File: src/rtl/victim_cache_config.svh
`ifndef VICTIM_CACHE_CONFIG_SVH
`define VICTIM_CACHE_CONFIG_SVH

// victim buffer depth, oldest entry sits at VC_ENTRIES-1
`define VC_ENTRIES 4

// set index width of the level-one cache
`define VC_SET_BITS 3

// tag width of the level-one cache
`define VC_TAG_BITS 10

// one line of data
`define VC_DATA_BITS 64

`endif

File: src/rtl/victim_cache_pkg.sv
`include "victim_cache_config.svh"

package victim_cache_pkg;

    // line as handed over by the level-one cache
    typedef struct packed {
        logic [`VC_DATA_BITS-1:0] data;
        logic [`VC_TAG_BITS-1:0]  tag;
        logic                     valid;
        logic                     dirty;
    } vc_line_t;

    // one buffer slot, occupied when line.valid is set
    typedef struct packed {
        vc_line_t                line;
        logic [`VC_SET_BITS-1:0] set_index;
    } vc_entry_t;

    // lookup key
    typedef struct packed {
        logic [`VC_SET_BITS-1:0] set_index;
        logic [`VC_TAG_BITS-1:0] tag;
    } vc_probe_t;

endpackage

File: src/rtl/victim_intake.sv
`include "victim_cache_config.svh"

module victim_intake
    import victim_cache_pkg::*;
(
    input  logic                    clock,
    input  logic                    reset,
    input  logic                    victim_valid,
    input  vc_line_t                victim_line,
    input  logic [`VC_SET_BITS-1:0] victim_set,
    input  logic                    probe_valid,
    input  vc_probe_t               probe,
    output logic                    ins_valid,
    output vc_entry_t               ins_entry,
    output logic                    look_valid,
    output vc_probe_t               look_key
);

    // strobes, cleared on reset
    always_ff @(posedge clock) begin
        if (reset) begin
            ins_valid  <= 1'b0;
            look_valid <= 1'b0;
        end else begin
            // a victim with no valid line never reaches the buffer
            ins_valid  <= victim_valid && victim_line.valid;
            look_valid <= probe_valid;
        end
    end

    // payload side
    always_ff @(posedge clock) begin
        ins_entry.line      <= victim_line;
        ins_entry.set_index <= victim_set;
        look_key            <= probe;
    end

endmodule

File: src/rtl/victim_tag_cam.sv
`include "victim_cache_config.svh"

module victim_tag_cam #(
    parameter int ENTRIES = `VC_ENTRIES,
    localparam int IDX_BITS = (ENTRIES > 1) ? $clog2(ENTRIES) : 1
) (
    input  victim_cache_pkg::vc_probe_t key,
    input  victim_cache_pkg::vc_entry_t entries [ENTRIES],
    output logic                        cam_hit,
    output logic [IDX_BITS-1:0]         cam_index
);

    logic [ENTRIES-1:0] match;

    // per-slot compare, empty slots never match
    always_comb begin
        for (int i = 0; i < ENTRIES; i++) begin
            match[i] = entries[i].line.valid
                    && (entries[i].set_index == key.set_index)
                    && (entries[i].line.tag == key.tag);
        end
    end

    // priority encode, lowest slot wins since it holds the newest copy
    always_comb begin
        cam_index = '0;
        for (int i = ENTRIES - 1; i >= 0; i--) begin
            if (match[i]) begin
                cam_index = IDX_BITS'(i);
            end
        end
    end

    assign cam_hit = |match;

endmodule

File: src/rtl/victim_buffer.sv
`include "victim_cache_config.svh"

module victim_buffer
    import victim_cache_pkg::*;
(
    input  logic      clock,
    input  logic      reset,
    input  logic      ins_valid,
    input  vc_entry_t ins_entry,
    input  logic      look_valid,
    input  vc_probe_t look_key,
    output logic      found_valid,
    output vc_line_t  found_line,
    output logic      lost_valid,
    output logic      fired_valid,
    output vc_entry_t fired_entry
);

    localparam int IDX_BITS = (`VC_ENTRIES > 1) ? $clog2(`VC_ENTRIES) : 1;

    // slot 0 newest, slot VC_ENTRIES-1 oldest
    vc_entry_t slots      [`VC_ENTRIES];
    vc_entry_t after_rm   [`VC_ENTRIES];
    vc_entry_t slots_next [`VC_ENTRIES];

    logic                cam_hit;
    logic [IDX_BITS-1:0] cam_index;
    logic                run_full;

    victim_tag_cam #(
        .ENTRIES(`VC_ENTRIES)
    ) cam0 (
        .key      (look_key),
        .entries  (slots),
        .cam_hit  (cam_hit),
        .cam_index(cam_index)
    );

    // probe sees the contents before this edge
    assign found_valid = look_valid && cam_hit;
    assign lost_valid  = look_valid && !cam_hit;
    assign found_line  = slots[cam_index].line;

    // oldest slot once the hit has been taken out
    assign fired_entry = after_rm[`VC_ENTRIES-1];

    always_comb begin
        // hit removal, newer slots move one place older
        after_rm = slots;
        if (found_valid) begin
            for (int i = 1; i < `VC_ENTRIES; i++) begin
                if (i <= int'(cam_index)) begin
                    after_rm[i] = slots[i-1];
                end
            end
            after_rm[0] = '0;
        end

        // insert at slot 0, the shift stops at the first free slot
        slots_next  = after_rm;
        fired_valid = 1'b0;
        run_full    = 1'b1;
        if (ins_valid) begin
            slots_next[0] = ins_entry;
            for (int i = 1; i < `VC_ENTRIES; i++) begin
                run_full = run_full && after_rm[i-1].line.valid;
                if (run_full) begin
                    slots_next[i] = after_rm[i-1];
                end
            end
            // every slot still held, so the oldest drops out
            fired_valid = run_full && after_rm[`VC_ENTRIES-1].line.valid;
        end
    end

    always_ff @(posedge clock) begin
        if (reset) begin
            for (int i = 0; i < `VC_ENTRIES; i++) begin
                slots[i] <= '0;
            end
        end else begin
            slots <= slots_next;
        end
    end

endmodule

File: src/rtl/victim_response.sv
`include "victim_cache_config.svh"

module victim_response
    import victim_cache_pkg::*;
(
    input  logic      clock,
    input  logic      reset,
    input  logic      found_valid,
    input  vc_line_t  found_line,
    input  logic      lost_valid,
    input  logic      fired_valid,
    input  vc_entry_t fired_entry,
    output logic      hit_valid,
    output vc_line_t  hit_line,
    output logic      miss_valid,
    output logic      writeback_valid,
    output vc_entry_t writeback_entry
);

    // output pulses
    always_ff @(posedge clock) begin
        if (reset) begin
            hit_valid       <= 1'b0;
            miss_valid      <= 1'b0;
            writeback_valid <= 1'b0;
        end else begin
            hit_valid       <= found_valid;
            miss_valid      <= lost_valid;
            // clean lines are simply dropped
            writeback_valid <= fired_valid && fired_entry.line.dirty;
        end
    end

    always_ff @(posedge clock) begin
        hit_line        <= found_line;
        writeback_entry <= fired_entry;
    end

endmodule

File: src/rtl/victim_cache_top.sv
`include "victim_cache_config.svh"

module victim_cache_top
    import victim_cache_pkg::*;
(
    input  logic                    clock,
    input  logic                    reset,
    input  logic                    victim_valid,
    input  vc_line_t                victim_line,
    input  logic [`VC_SET_BITS-1:0] victim_set,
    input  logic                    probe_valid,
    input  vc_probe_t               probe,
    output logic                    hit_valid,
    output vc_line_t                hit_line,
    output logic                    writeback_valid,
    output vc_entry_t               writeback_entry,
    output logic                    miss_valid
);

    // intake to buffer
    logic      ins_valid;
    vc_entry_t ins_entry;
    logic      look_valid;
    vc_probe_t look_key;

    // buffer to response
    logic      found_valid;
    vc_line_t  found_line;
    logic      lost_valid;
    logic      fired_valid;
    vc_entry_t fired_entry;

    victim_intake intake0 (
        .clock       (clock),
        .reset       (reset),
        .victim_valid(victim_valid),
        .victim_line (victim_line),
        .victim_set  (victim_set),
        .probe_valid (probe_valid),
        .probe       (probe),
        .ins_valid   (ins_valid),
        .ins_entry   (ins_entry),
        .look_valid  (look_valid),
        .look_key    (look_key)
    );

    victim_buffer buffer0 (
        .clock      (clock),
        .reset      (reset),
        .ins_valid  (ins_valid),
        .ins_entry  (ins_entry),
        .look_valid (look_valid),
        .look_key   (look_key),
        .found_valid(found_valid),
        .found_line (found_line),
        .lost_valid (lost_valid),
        .fired_valid(fired_valid),
        .fired_entry(fired_entry)
    );

    victim_response response0 (
        .clock          (clock),
        .reset          (reset),
        .found_valid    (found_valid),
        .found_line     (found_line),
        .lost_valid     (lost_valid),
        .fired_valid    (fired_valid),
        .fired_entry    (fired_entry),
        .hit_valid      (hit_valid),
        .hit_line       (hit_line),
        .miss_valid     (miss_valid),
        .writeback_valid(writeback_valid),
        .writeback_entry(writeback_entry)
    );

endmodule

File: config.mk
export PLATFORM = sky130hd
export DESIGN_NAME = victim_cache_top
export DESIGN_NICKNAME = d
export VERILOG_FILES = /design/src/rtl/victim_cache_pkg.sv /design/src/rtl/victim_intake.sv /design/src/rtl/victim_tag_cam.sv /design/src/rtl/victim_buffer.sv /design/src/rtl/victim_response.sv /design/src/rtl/victim_cache_top.sv
export VERILOG_INCLUDE_DIRS = /design/src /design/src/rtl
export SDC_FILE = /design/constraint.sdc
export NUM_CORES = 1
export LEC_CHECK = 0
export ABC_CLOCK_PERIOD_IN_PS = 5520
export BUFFER_PORTS_ARGS = -buffer_cell sky130_fd_sc_hd__buf_2
export CORE_ASPECT_RATIO = 1.75
export CORE_MARGIN = 10
export CORE_UTILIZATION = 45
export DETAILED_ROUTE_END_ITERATION = 16
export HOLD_SLACK_MARGIN = 0.06
export PLACE_DENSITY = 0.66
export SLEW_MARGIN = 30
export SYNTH_ARGS = -nofsm -noshare
export SYNTH_HDL_FRONTEND = slang
export SYNTH_SLANG_ARGS = --single-unit
File: constraint.sdc
create_clock -name clock -period 5.52 [get_ports clock]
set_clock_uncertainty 0.2 [all_clocks]
set_input_delay 1.104 -clock clock [delete_from_list [all_inputs] [get_ports clock]]
set_output_delay 1.104 -clock clock [all_outputs]
set_load 0.01 [all_outputs]
# --- Yosys cells after proc, flatten, opt, wreduce, memory -nomap -nowiden ---
# Cells that the tools add are included.
op_classes:
  n_lt_le_gt_ge: 4
  n_reduce_logical: 17
  n_mux: 16
  eq_ne: 8
  bitwise_logic: 1
ops:
  columns: ["operator", "n"]
  rows:
  - ["316-bit two-way mux", 2]
  - ["79-bit two-way mux", 8]
  - ["79-bit binary-select mux with 2-bit select", 1]
  - ["10-bit == test", 4]
  - ["1-bit logical AND", 15]
  - ["3-bit == test", 4]
  - ["2-bit two-way mux", 4]
  - ["2-bit <= comparator (first input constant)", 2]
  - ["4-bit OR reduction", 1]
  - ["3-bit >= comparator (second input constant)", 1]
  - ["2-bit inverter with 3-bit output", 1]
  - ["1-bit by 2-bit <= comparator with 1-bit output (first input constant)", 1]
  - ["1-bit logical NOT", 1]
  - ["1-bit two-way mux", 1]
totals:
  elab_cells: 87
  input_bits: 96
  output_inout_bits: 158
  register_bits: 568

# --- Longest topological paths before layout ---
# Gate-level depths: netlist of run 1.
depth:
  depth_word: 15
  depth_mapped: 11

# --- By module ---
# A second synthesis of run 1 with hierarchy kept.
hier_totals:
  hier_cells: 1767
  area_unflattened_um2: 20564.7
modules_own_cells:
  columns: ["module", "area_each_um2", "cells_per_inst", "seq_area_each_um2", "instances"]
  rows:
  - ["victim_buffer", 14732.9, 1418, 6326.1, 1]
  - ["victim_response", 3184.3, 161, 3163.0, 1]
  - ["victim_intake", 1896.8, 96, 1881.8, 1]
  - ["victim_tag_cam", 750.7, 92, 0.0, 1]

# --- Least setup slack after synthesis of run 1 ---
# OpenSTA, ideal clock, no wires.
synth_path:
  kind: "register to register"
  from: "register intake0.look_key[4] (netlist name)"
  to: "register buffer0.slots[6] (netlist name)"
  n_path_buf: 3
  synth_period_minus_slack_ns: 2.443
  slack_ns: 3.077
  required_ns: 5.185
  arrival_ns: 2.108
  stages_incl_launch_ff: 11
  path_cell_list: "dfxtp_1 buf_2 xnor2_1 nand4_1 nor4_4 or2_2 nand4_2 buf_2 buf_2 o221ai_1 a32oi_1"
synth_via:
  elab_chain_len: 13
  word_cells_on_any_way: 25
  cone_classes: "3 x order compare; 4 x eq/ne; 10 x mux; 8 x reduce/logical"
synth_rtl:
  columns: ["item", "line_no", "rtl"]
  rows:
  - ["10-bit == test", "victim_tag_cam.sv:20", "&& (entries[i].line.tag == key.tag);"]
  - ["1-bit logical AND", "victim_tag_cam.sv:20", null]
  - ["2-bit two-way mux (4 in series)", "victim_tag_cam.sv:28", "if (match[i]) begin"]
  - ["1-bit by 2-bit <= comparator with 1-bit output", "victim_buffer.sv:52", "if (i <= int'(cam_index)) begin"]
  - ["79-bit two-way mux", "victim_buffer.sv:52", null]
  - ["316-bit two-way mux (*)", "victim_buffer.sv:50", "if (found_valid) begin"]
  - ["1-bit logical AND (2 in series)", "victim_buffer.sv:66", "run_full = run_full && after_rm[i-1].line.valid;"]
  - ["79-bit two-way mux", "victim_buffer.sv:67", "if (run_full) begin"]
  - ["316-bit two-way mux (*)", "victim_buffer.sv:63", "if (ins_valid) begin"]
  - ["to (signal assigned)", "victim_buffer.sv:82", "slots <= slots_next;"]
  - ["to (decl)", "victim_buffer.sv:22", "vc_entry_t slots [`VC_ENTRIES];"]
# Mark *: on every way between the ends. The rest lies on a longest branch, timed or not.
# A chain may end at the register's enable or synchronous reset.

# --- Final worst setup path of run 1 ---
layout_path:
  from: "register intake0.look_key[2] (netlist name)"
  to: "register buffer0.slots[2] (netlist name)"
layout_via:
  elab_chain_len: 13
  word_cells_on_any_way: 25
  cone_classes: "3 x order compare; 4 x eq/ne; 10 x mux; 8 x reduce/logical"
layout_rtl:
  columns: ["item", "line_no"]
  rows:
  - ["10-bit == test", "victim_tag_cam.sv:20"]
  - ["1-bit logical AND", "victim_tag_cam.sv:20"]
  - ["2-bit two-way mux (4 in series)", "victim_tag_cam.sv:28"]
  - ["1-bit by 2-bit <= comparator with 1-bit output", "victim_buffer.sv:52"]
  - ["79-bit two-way mux", "victim_buffer.sv:52"]
  - ["316-bit two-way mux (*)", "victim_buffer.sv:50"]
  - ["1-bit logical AND (2 in series)", "victim_buffer.sv:66"]
  - ["79-bit two-way mux", "victim_buffer.sv:67"]
  - ["316-bit two-way mux (*)", "victim_buffer.sv:63"]
# Marks and branches as above.

==> results of run 1 <==
==> cells by family after synthesis <==
group,count (synthesis),synth area share
AOI/OAI and AO/OA,631,0.204
and+or+nand+nor,542,0.120
buffers and inverters,214,0.0503
DFF,568,0.531
xor gates and xnor gates,52,0.0216
muxes,156,0.0730
==> layer usage <==
layer | wire length, um | up-vias | share of wire | track usage
met5 | 0 | - | 0 | 0
met4 | 3470 | 0 | 0.049 | 0.127
met3 | 4980 | 197 | 0.071 | 0.0384
met2 | 35400 | 882 | 0.50 | 0.412
met1 | 26400 | 8793 | 0.38 | 0.271
li1 | - | 8251 | - | -
==> synth_stat cells, types with 4 or more instances <==
| master | count | area [sq um] |
|---|---|---|
| mux2i_1 | 155 | 1550 |
| o21ai_1 | 50 | 250 |
| a21oi_1 | 160 | 801 |
| buf_2 | 53 | 265 |
| nand2_1 | 315 | 1180 |
| buf_8 | 4 | 60.1 |
| buf_6 | 10 | 113 |
| o22ai_1 | 78 | 488 |
| a22oi_1 | 76 | 571 |
| nor2_1 | 82 | 308 |
| a32oi_1 | 76 | 666 |
| nand4_1 | 24 | 150 |
| nand2_2 | 9 | 56.3 |
| buf_4 | 16 | 120 |
| o21ai_0 | 26 | 130 |
| xnor2_1 | 51 | 447 |
| o221ai_1 | 155 | 1360 |
| nand3b_1 | 80 | 601 |
| dfxtp_1 | 568 | 11400 |
| clkbuf_1 | 116 | 435 |
| clkbuf_2 | 6 | 30.0 |
==> layout by cell type (no fill, tap or decap), types with 11 or more instances in the layout <==
| master | n |
|---|---|
| dfxtp_1 | 566 |
| nand4_1 | 24 |
| o21ai_0 | 26 |
| clkbuf_16 | 52 |
| o221ai_1 | 155 |
| o21ai_1 | 50 |
| a22oi_1 | 76 |
| buf_2 | 252 |
| clkinvlp_4 | 15 |
| nand3b_1 | 80 |
| a21oi_1 | 159 |
| xnor2_1 | 51 |
| buf_4 | 16 |
| o22ai_1 | 78 |
| nor2_1 | 82 |
| nand2_1 | 314 |
| mux2i_1 | 155 |
| a32oi_1 | 76 |
| buf_12 | 12 |
| clkinv_2 | 11 |
==> metrics by stage <==
step                cell area [sq um]  power (mW)  setup slack (ps)
floorplan                       21400        4.46              3080
CTS                             24600        8.11              1830
detailed placement              22900        4.59              1860
global route                    24600        8.28              1620
global placement                22700        4.58              1640
finish                          24600        8.04              1740
==> worst paths after layout <==
path                        start                 end  slack (ps)  cells past startpoint
max reg2reg   intake0.look_key[2]    buffer0.slots[2]        1740                      8
max           intake0.look_key[2]    buffer0.slots[2]        1740                      8
min reg2reg  intake0.ins_entry[0]  buffer0.slots[237]         210                      2
min          intake0.ins_entry[0]  buffer0.slots[237]         210                      2
==> layout make-up <==
class | instances | area, sq um | area share
clock buffer | 60 | 1360 | 0.0554
timing repair buffer | 285 | 1700 | 0.0692
inverter | 4 | 17.5 | 0.000713
sequential | 568 | 11400 | 0.463
clock inverter | 36 | 310 | 0.0126
tap | 588 | 736 | 0.0299
multi-input combinational | 1381 | 9070 | 0.369
==> worst register-to-register path, delay by kind of cell (launching register included) <==
kind | cells | cell delay (ps)
buffers and inverters | 1 | 540
XOR/XNOR | 1 | 360
flip-flops | 1 | 360
AO/OA/AOI/OAI | 2 | 400
AND/OR/NAND/NOR | 4 | 1750
==> sequential cells by signal (all words and copies together), names as in the netlist <==
name                       cells
intake0.look_valid             1
response0.hit_valid            1
response0.writeback_valid      1
response0.writeback_entry     79
response0.miss_valid           1
intake0.ins_valid              1
buffer0.slots                316
intake0.ins_entry             79
intake0.look_key              13
response0.hit_line            76
==> power groups by stage <==
stage                     clock [mW]  sequential [mW]  combinational (mW)
after floorplan                    0             4.30               0.165
after CTS                       3.61             4.23               0.263
after global placement             0             4.32               0.259
after detailed placement           0             4.33               0.262
final                           3.54             4.23               0.264
after global routing            3.76             4.24               0.286
==> impl_metrics.toml, run 1 <==
[worst_setup_path]
path_max_fanout = 30
crit_family = "simple AND/OR/NAND/NOR gates"
path_buf_inv = 1
cp_data_arrival_time_ps = 4010
critical_path_required_ps = 5750
crit_chain = "xnor2_1, nand4_1, nor4_2, or2_2, nand4_4, buf_4, o221ai_1, a32oi_1"
startpoint_type = "flip-flop"
crit_type = "flip-flop to flip-flop"
end_kind = "flip-flop"
slowest_delay_ps = 690
cp_slowest_cell = "nor4_2"

[cts]
cts_tree = "done"
clockBufferDepth = 3
cts-root-buf = "clkbuf_16"
postCtsSetupBuffers = 0
clk_pin_slew_worst_paths_ps = 70
postCtsHoldBufs = 0
cts_buffers = 51
cts_resized = 0
htreeDepth = 2
insertion_delay_ps = 600
clock_sinks = 568

[sta]
rsz0062_at_grt = "no"
maxSlewHeadroom = 0.389
min_period_ps = 3780
timing.hold.ws_ps = 215
fin_crit_sh = 0.685
setup_tns_ps = 0
worst_pin_slew_ps = 916
slew_viol_final = 0
setup_viol = 0
max_freq_mhz = 265
hold_violations = 0

[global_routing]
overflow = 0
grt_max_degree = 90
antenna_found_initial = 1
grt_pass1_vias = 18100
grt_pass1_wl_um = 106000
grt_util_all_layers = 0.237

[routing]
vias_per_cell = 6.20
drt_iter0_drc = 1645
wl_per_cell_um = 24.0
wl_um = 70200
vias = 18100
antenna_left = 0
dr.pass1.iters = 8
drc = 0

[finish]
finalNonFillerCells = 2922
fin_util = 0.523
nFillCells = 4314
num-nets-final = 2387
syn_to_final_growth_pct = 14.8
diodes = 0
final_layout_size_suffix_gt1_frac = 0.178

[power]
ir_worst_vdd_v = 0.000244
internal-power_mw = 6.17
sw_frac_of_total = 0.233
clkPwrFrac = 0.441
pwr-share-comb = 0.033
pwr_density_cell_nw_per_um2 = 327
power.leakage_nw = 9.26
p_sw_mw = 1.87
pwr-share-seq = 0.526

[die]
die_y_um = 308
initial_core_util = 0.455
num_io_pins = 254
die_x_um = 185
dieArea_sq_um = 57000
core_sq_um = 47000
num_rows = 105

[yosys]
ys.flop_type = "dfxtp_1"
ys_types = 56
async_flop_share = 0
synth_fp_nets = 2259
syn_area_sq_um = 21400
synth-edff-count = 0
synth_seq_cells = 568
synth_warnings = 0
netlist_instances = 2163
seq_area_frac_synth = 0.531
synth_area_per_cell_sq_um = 9.89

[status]
run_status = "finished clean"

[placement]
gp_congestion = 1.02
io_buffers = 253
dp_cells = 2825
dp_hpwl_um = 43000

[run]
drv_cap = 0

[hold_path]
hp-class = "flip-flop to flip-flop"
Note: power is estimated with default switching activity, not from simulation.
==> inputs of run 2 (changes only) <==
- ABC_AREA: default -> 1
- ABC_CLOCK_PERIOD_IN_PS: 5520 -> 3100
- PLACE_DENSITY: 0.66 -> 0.68
- clock period: 5.52 -> 3.1 ns (I/O delays scaled with it)
==> run 2 against run 1 <==
Combinational power rose to 2.8 times the previous value; sequential power up 80%; via count up 22%; critical endpoint is now response0.hit_line[19]; sequential share of layout area down 6.8 points; critical path type unchanged; register-to-register slack worse by 1600 ps; synthesized area up 10%; final cell count up 53%; utilization up 3.5 points; largest power group unchanged; non-clock buffer count up 166; critical path depth up 2.
==> impl_metrics.toml, run 2 <==
[sta]
min_period_ps = 2930
hold_violations = 0
setup_tns_ps = 0
fin_ws_ps = 174
worst_pin_slew_ps = 983
slew_viol_final = 0
maxSlewHeadroom = 0.343
rsz0062_at_grt = "no"
max_freq_mhz = 342
setup_viol = 0
fin_crit_sh = 0.944
timing.hold.ws_ps = 132

[worst_setup_path]
end_kind = "flip-flop"
crit_type = "flip-flop to flip-flop"
critical_path_required_ps = 3430
cp_data_arrival_time_ps = 3260
startpoint_type = "flip-flop"
path_max_fanout = 20

[cts]
clk_pin_slew_worst_paths_ps = 70
cts_tree = "done"
insertion_delay_ps = 600
cts_buffers = 52
clockBufferDepth = 3
clock_sinks = 568
cts-root-buf = "clkbuf_16"
htreeDepth = 2

[yosys]
yosysMostFrequentCell = "nand2_1"
syn_area_sq_um = 23500
synth_fp_nets = 3562
synth_common_cells = "950 x nand2_1, 690 x nor2_1, 568 x dfxtp_1, 372 x o21ai_0, 344 x inv_1"
synth_area_per_cell_sq_um = 6.79
synth_seq_cells = 568
yosys.area.top_type = "dfxtp_1"
synth_top_cells_by_area = "dfxtp_1 48%, nand2_1 15%, nor2_1 11%"
seq_area_frac_synth = 0.483
synth_warnings = 0
async_flop_share = 0
netlist_instances = 3466
synth_top_area_share = 0.483
synth-edff-count = 0
ys.flop_type = "dfxtp_1"
ys_types = 33

[power]
ir_worst_vdd_v = 0.000528
power_mw = 15.1
power.leakage_nw = 13.7
pwr_density_cell_nw_per_um2 = 525

[status]
run_status = "finished clean"

[routing]
vias_per_cell = 4.96
antenna_left = 0
drc = 0
wl_met3_um = 4350
drt_iter0_drc = 1550
dr_wl_met2_um = 38200
wl_um = 77000
top_layer = "met4"
dr.pass1.iters = 5
vias = 22200
drt-met1-wl_um = 31100
wl_per_cell_um = 17.2

[finish]
max_flop_register = "buffer0.slots"
num-nets-final = 3854
final_layout_size_suffix_gt1_frac = 0.127
final_cell_mix = "950 x nand2_1, 689 x nor2_1, 568 x dfxtp_1"
syn_to_final_growth_pct = 22.2
largest_reg_flops = 316
reg_top3 = "buffer0.slots x316, intake0.ins_entry x79, response0.writeback_entry x79"
final_common_cell = "nand2_1"
diodes = 0

[placement]
gp_congestion = 1.02
io_buffers = 253
dp_hpwl_um = 49200
dp_slack_ps = 230

[run]
drv_cap = 0

[hold_path]
hp-class = "input port to flip-flop"

[global_routing]
grt_pass1_vias = 21400
overflow = 0
grt_max_degree = 80
antenna_found_initial = 4
grt_util_all_layers = 0.242
grt_pass1_wl_um = 119000

[die]
die_x_um = 193
die_y_um = 323
num_io_pins = 254
num_rows = 110
initial_core_util = 0.456
core_sq_um = 51600
dieArea_sq_um = 62200
-- run 2: cell types whose count changed after synthesis, moves of 155 or more --
| cell | change |
|---|---|
| mux2i_1 | -155 |
| inv_1 | +341 |
| o221ai_1 | -155 |
| o21ai_0 | +346 |
| nor2_1 | +608 |
| nand2_1 | +635 |
-- run 2: through the flow --
stage	cell area, sq um	cells	util
2_1_floorplan	23500	3466	-
3_3_place_gp	26000	4281	0.503
3_5_place_dp	26000	4281	0.503
4_1_cts	28700	4472	0.556
5_1_grt	28800	4474	0.557
6_report	28800	4474	0.557
-- run 2: per-layer routing --
layer,up-vias,track usage
met4,0,0.109
li1,11300,-
met3,162,0.0325
met1,10000,0.286
met2,693,0.423
met5,-,0
-- run 2: kinds of logic after synthesis --
family	share of synthesized area
simple gates	0.290
compound gates	0.128
buf+inv	0.0964
xor+xnor	0.00298
flops	0.483
-- run 2: what timing repair did --
| action | in CTS | in global routing |
|---|---|---|
| hold buffers | 93 | 0 |
| setup buffers | 0 | 1 |
| endpoints found under the hold margin | 93 | 0 |
| endpoints found under the setup margin | 0 | 10 |
| resized for setup | 0 | 2 |
-- run 2: final timing paths --
kind                       from                      to  depth (start not counted)  slack, ps
max           buffer0.slots[14]  response0.hit_line[19]                         10        170
min                victim_valid       intake0.ins_valid                          3        130
max reg2reg   buffer0.slots[14]  response0.hit_line[19]                         10        170
min reg2reg  buffer0.slots[274]      buffer0.slots[274]                          2        290
-- run 2: power breakdown --
| part | leakage, nW | internal, mW | switching, mW |
|---|---|---|---|
| combinational | 8.18 | 0.318 | 0.414 |
| clock | 0.860 | 3.70 | 3.05 |
| sequential | 4.63 | 7.48 | 0.131 |
| total | 13.7 | 11.5 | 3.60 |
-- run 2: layout make-up --
cell class | instances | area, sq um
fill | 4997 | 22900
timing repair buffer | 451 | 3410
multi-input combinational | 2325 | 9970
inverter | 360 | 1360
tap | 672 | 841
sequential | 568 | 11400
clock buffer | 63 | 1430
clock inverter | 35 | 360
-- run 2: critical path: stages, from the launching register on --
cell and delay [ps]:
dfxtp_1 420, buf_4 160, xor2_1 350, nand3b_1 200, nor2_1 60, nand2_1 120, inv_1 110, o21ai_4 550
buf_4 410, o211ai_1 160, nand2_1 120
==> inputs of run 3 (changes only) <==
- ABC_CLOCK_PERIOD_IN_PS: 3100 -> 3300
- PLACE_DENSITY: 0.68 -> 0.66
- RECOVER_POWER: default -> 50
- REMOVE_ABC_BUFFERS: default -> 1
- clock period: 3.1 -> 3.3 ns (I/O delays scaled with it)
==> run 3 against run 2 <==
Register-to-register slack better by 40 ps; flip-flop and latch count unchanged; clock power rose by 0.6%; worst hold slack better by 24 ps; sequential share of layout area up 0.56 points; first-iteration DRC count down 10%; sequential power fell by 6.3%; utilization is 0.78 points lower; critical endpoint is now response0.hit_line[30]; largest power group unchanged; highest routed layer unchanged.
==> impl_metrics.toml, run 3 (synthesis gave the netlist of run 2 again) <==
[cts]
clockBufferDepth = 3
cts-root-buf = "clkbuf_16"
clk_pin_slew_worst_paths_ps = 70
clock_sinks = 568
postCtsHoldBufs = 93
cts_tree = "done"
insertion_delay_ps = 600
cts_buffers = 52
htreeDepth = 2
cts_resized = 0
postCtsSetupBuffers = 0

[worst_setup_path]
slowest_delay_ps = 410
cp_data_arrival_time_ps = 3340
startpoint = "buffer0.slots[2]"
cp_common_cell = "nand2_1"
startpoint_type = "flip-flop"
cp_slowest_cell = "a21boi_4"
path_buf_inv = 3
critical_path_required_ps = 3550
end_kind = "flip-flop"
crit_family = "simple AND/OR/NAND/NOR gates"
rr_startpoint = "buffer0.slots[2]"
path_max_fanout = 59
crit_type = "flip-flop to flip-flop"
crit_chain = "inv_1, nand2_1, o21ai_0, nor2b_1, nand2_1, nor2_1, nand2_1, inv_1, nand2_1, a21boi_4, buf_12, nand2_1, o211ai_1, nand2_1"

[routing]
drc = 0
wl_per_cell_um = 17.0
drt_iter0_drc = 1393
vias = 21900
vias_per_cell = 4.96
dr.pass1.iters = 7
antenna_left = 0
wl_um = 75300

[die]
initial_core_util = 0.456
die_y_um = 323
dieArea_sq_um = 62200
num_io_pins = 254
die_x_um = 193
core_sq_um = 51600
num_rows = 110

[sta]
hold_violations = 0
maxSlewHeadroom = 0.345
max_freq_mhz = 324
setup_viol = 0
min_period_ps = 3090
slew_viol_final = 0
setup_tns_ps = 0
worst_pin_slew_ps = 982
fin_crit_sh = 0.935
rsz0062_at_grt = "no"

[finish]
syn_to_final_growth_pct = 20.4
final_layout_size_suffix_gt1_frac = 0.0695
max_flop_register = "buffer0.slots"
reg_top3 = "buffer0.slots x316, intake0.ins_entry x79, response0.writeback_entry x79"
num-nets-final = 3810
nFillCells = 5160
final_common_cell = "nand2_1"
largest_reg_flops = 316
diodes = 0
finish.instance_area_sq_um = 28400
final_cell_mix = "950 x nand2_1, 689 x nor2_1, 568 x dfxtp_1"

[global_routing]
antenna_found_initial = 0
grt_pass1_wl_um = 116000
grt_max_degree = 110
grt_pass1_vias = 21200
overflow = 0
grt_util_all_layers = 0.236

[power]
ir_worst_vdd_v = 0.000544
pwr_density_cell_nw_per_um2 = 515
p_sw_mw = 3.25
clkPwrFrac = 0.465
pwr-share-seq = 0.489
power.leakage_nw = 12.8
internal-power_mw = 11.3
sw_frac_of_total = 0.223
pwr-share-comb = 0.046

[placement]
dpl_cell_area_sq_um = 25700
dp_hpwl_um = 47500
io_buffers = 253
gp_congestion = 0.990

[hold_path]
min_from = "victim_valid"
hp-class = "input port to flip-flop"

[status]
run_status = "finished clean"

[run]
drv_cap = 0
-- run 3: changes by cell type in the layout (fill, tap and decap cells not counted), moves of 2 or more --
| cell | change |
|---|---|
| buf_2 | -175 |
| clkinvlp_4 | -2 |
| clkbuf_8 | +2 |
| inv_6 | -9 |
| buf_4 | -47 |
| clkbuf_1 | +177 |
| o21ai_0 | +3 |
| bufinv_16 | +7 |
| clkinv_2 | +2 |
| clkinv_4 | -3 |
| o21ai_1 | -3 |
| buf_12 | +4 |
-- run 3: path summary, 6_finish.rpt --
check	slack, ps	cells past startpoint	end
worst max-delay path	210	14	response0.hit_line[30]
worst min-delay path	160	3	intake0.ins_valid
worst max register to register	210	14	response0.hit_line[30]
worst min register to register	290	2	buffer0.slots[297]
-- run 3: layout make-up --
type	count	area, sq um	area share
clock inverter	30	477	0.0168
multi-input combinational	2325	9960	0.351
clock buffer	67	1470	0.0518
inverter	360	1370	0.0481
sequential	568	11400	0.401
tap	672	841	0.0297
timing repair buffer	407	2870	0.101
-- run 3: power groups by stage --
stage | sequential, mW | clock, mW | combinational (mW)
floorplan | 7.28 | 0 | 0.323
global placement | 7.29 | 0 | 0.600
detailed placement | 7.29 | 0 | 0.601
CTS | 7.13 | 6.91 | 0.690
global route | 7.15 | 7.14 | 0.747
finish | 7.13 | 6.79 | 0.668
-- run 3: per-layer routing --
layer  up-vias  share of wire  GRT usage  wire length [um]
met3       157          0.054     0.0271              4040
met2       671           0.50      0.420             37500
met5         -              0          0                 0
met1      9934           0.41      0.275             30500
li1      11200              -          -                 -
met4         0          0.043      0.109              3210
-- run 3: through the flow --
step	util	hold WS, ps	power [mW]	setup WS [ps]	cells
after floorplan	-	259	7.60	-3480	3253
after global placement	0.498	275	7.89	220	4239
after CTS	0.554	132	14.7	206	4429
after detailed placement	0.498	279	7.89	248	4239
final	0.549	156	14.6	213	4429
after global routing	0.549	159	15.0	36.2	4429
-- run 3: worst reg2reg max path: stages (launching register included) --
cell and delay [ps]:
dfxtp_1 390, inv_1 60, nand2_1 210, o21ai_0 140, nor2b_1 190, nand2_1 70
nor2_1 200, nand2_1 140, inv_1 150, nand2_1 110, a21boi_4 410, buf_12 350
nand2_1 110, o211ai_1 90, nand2_1 140
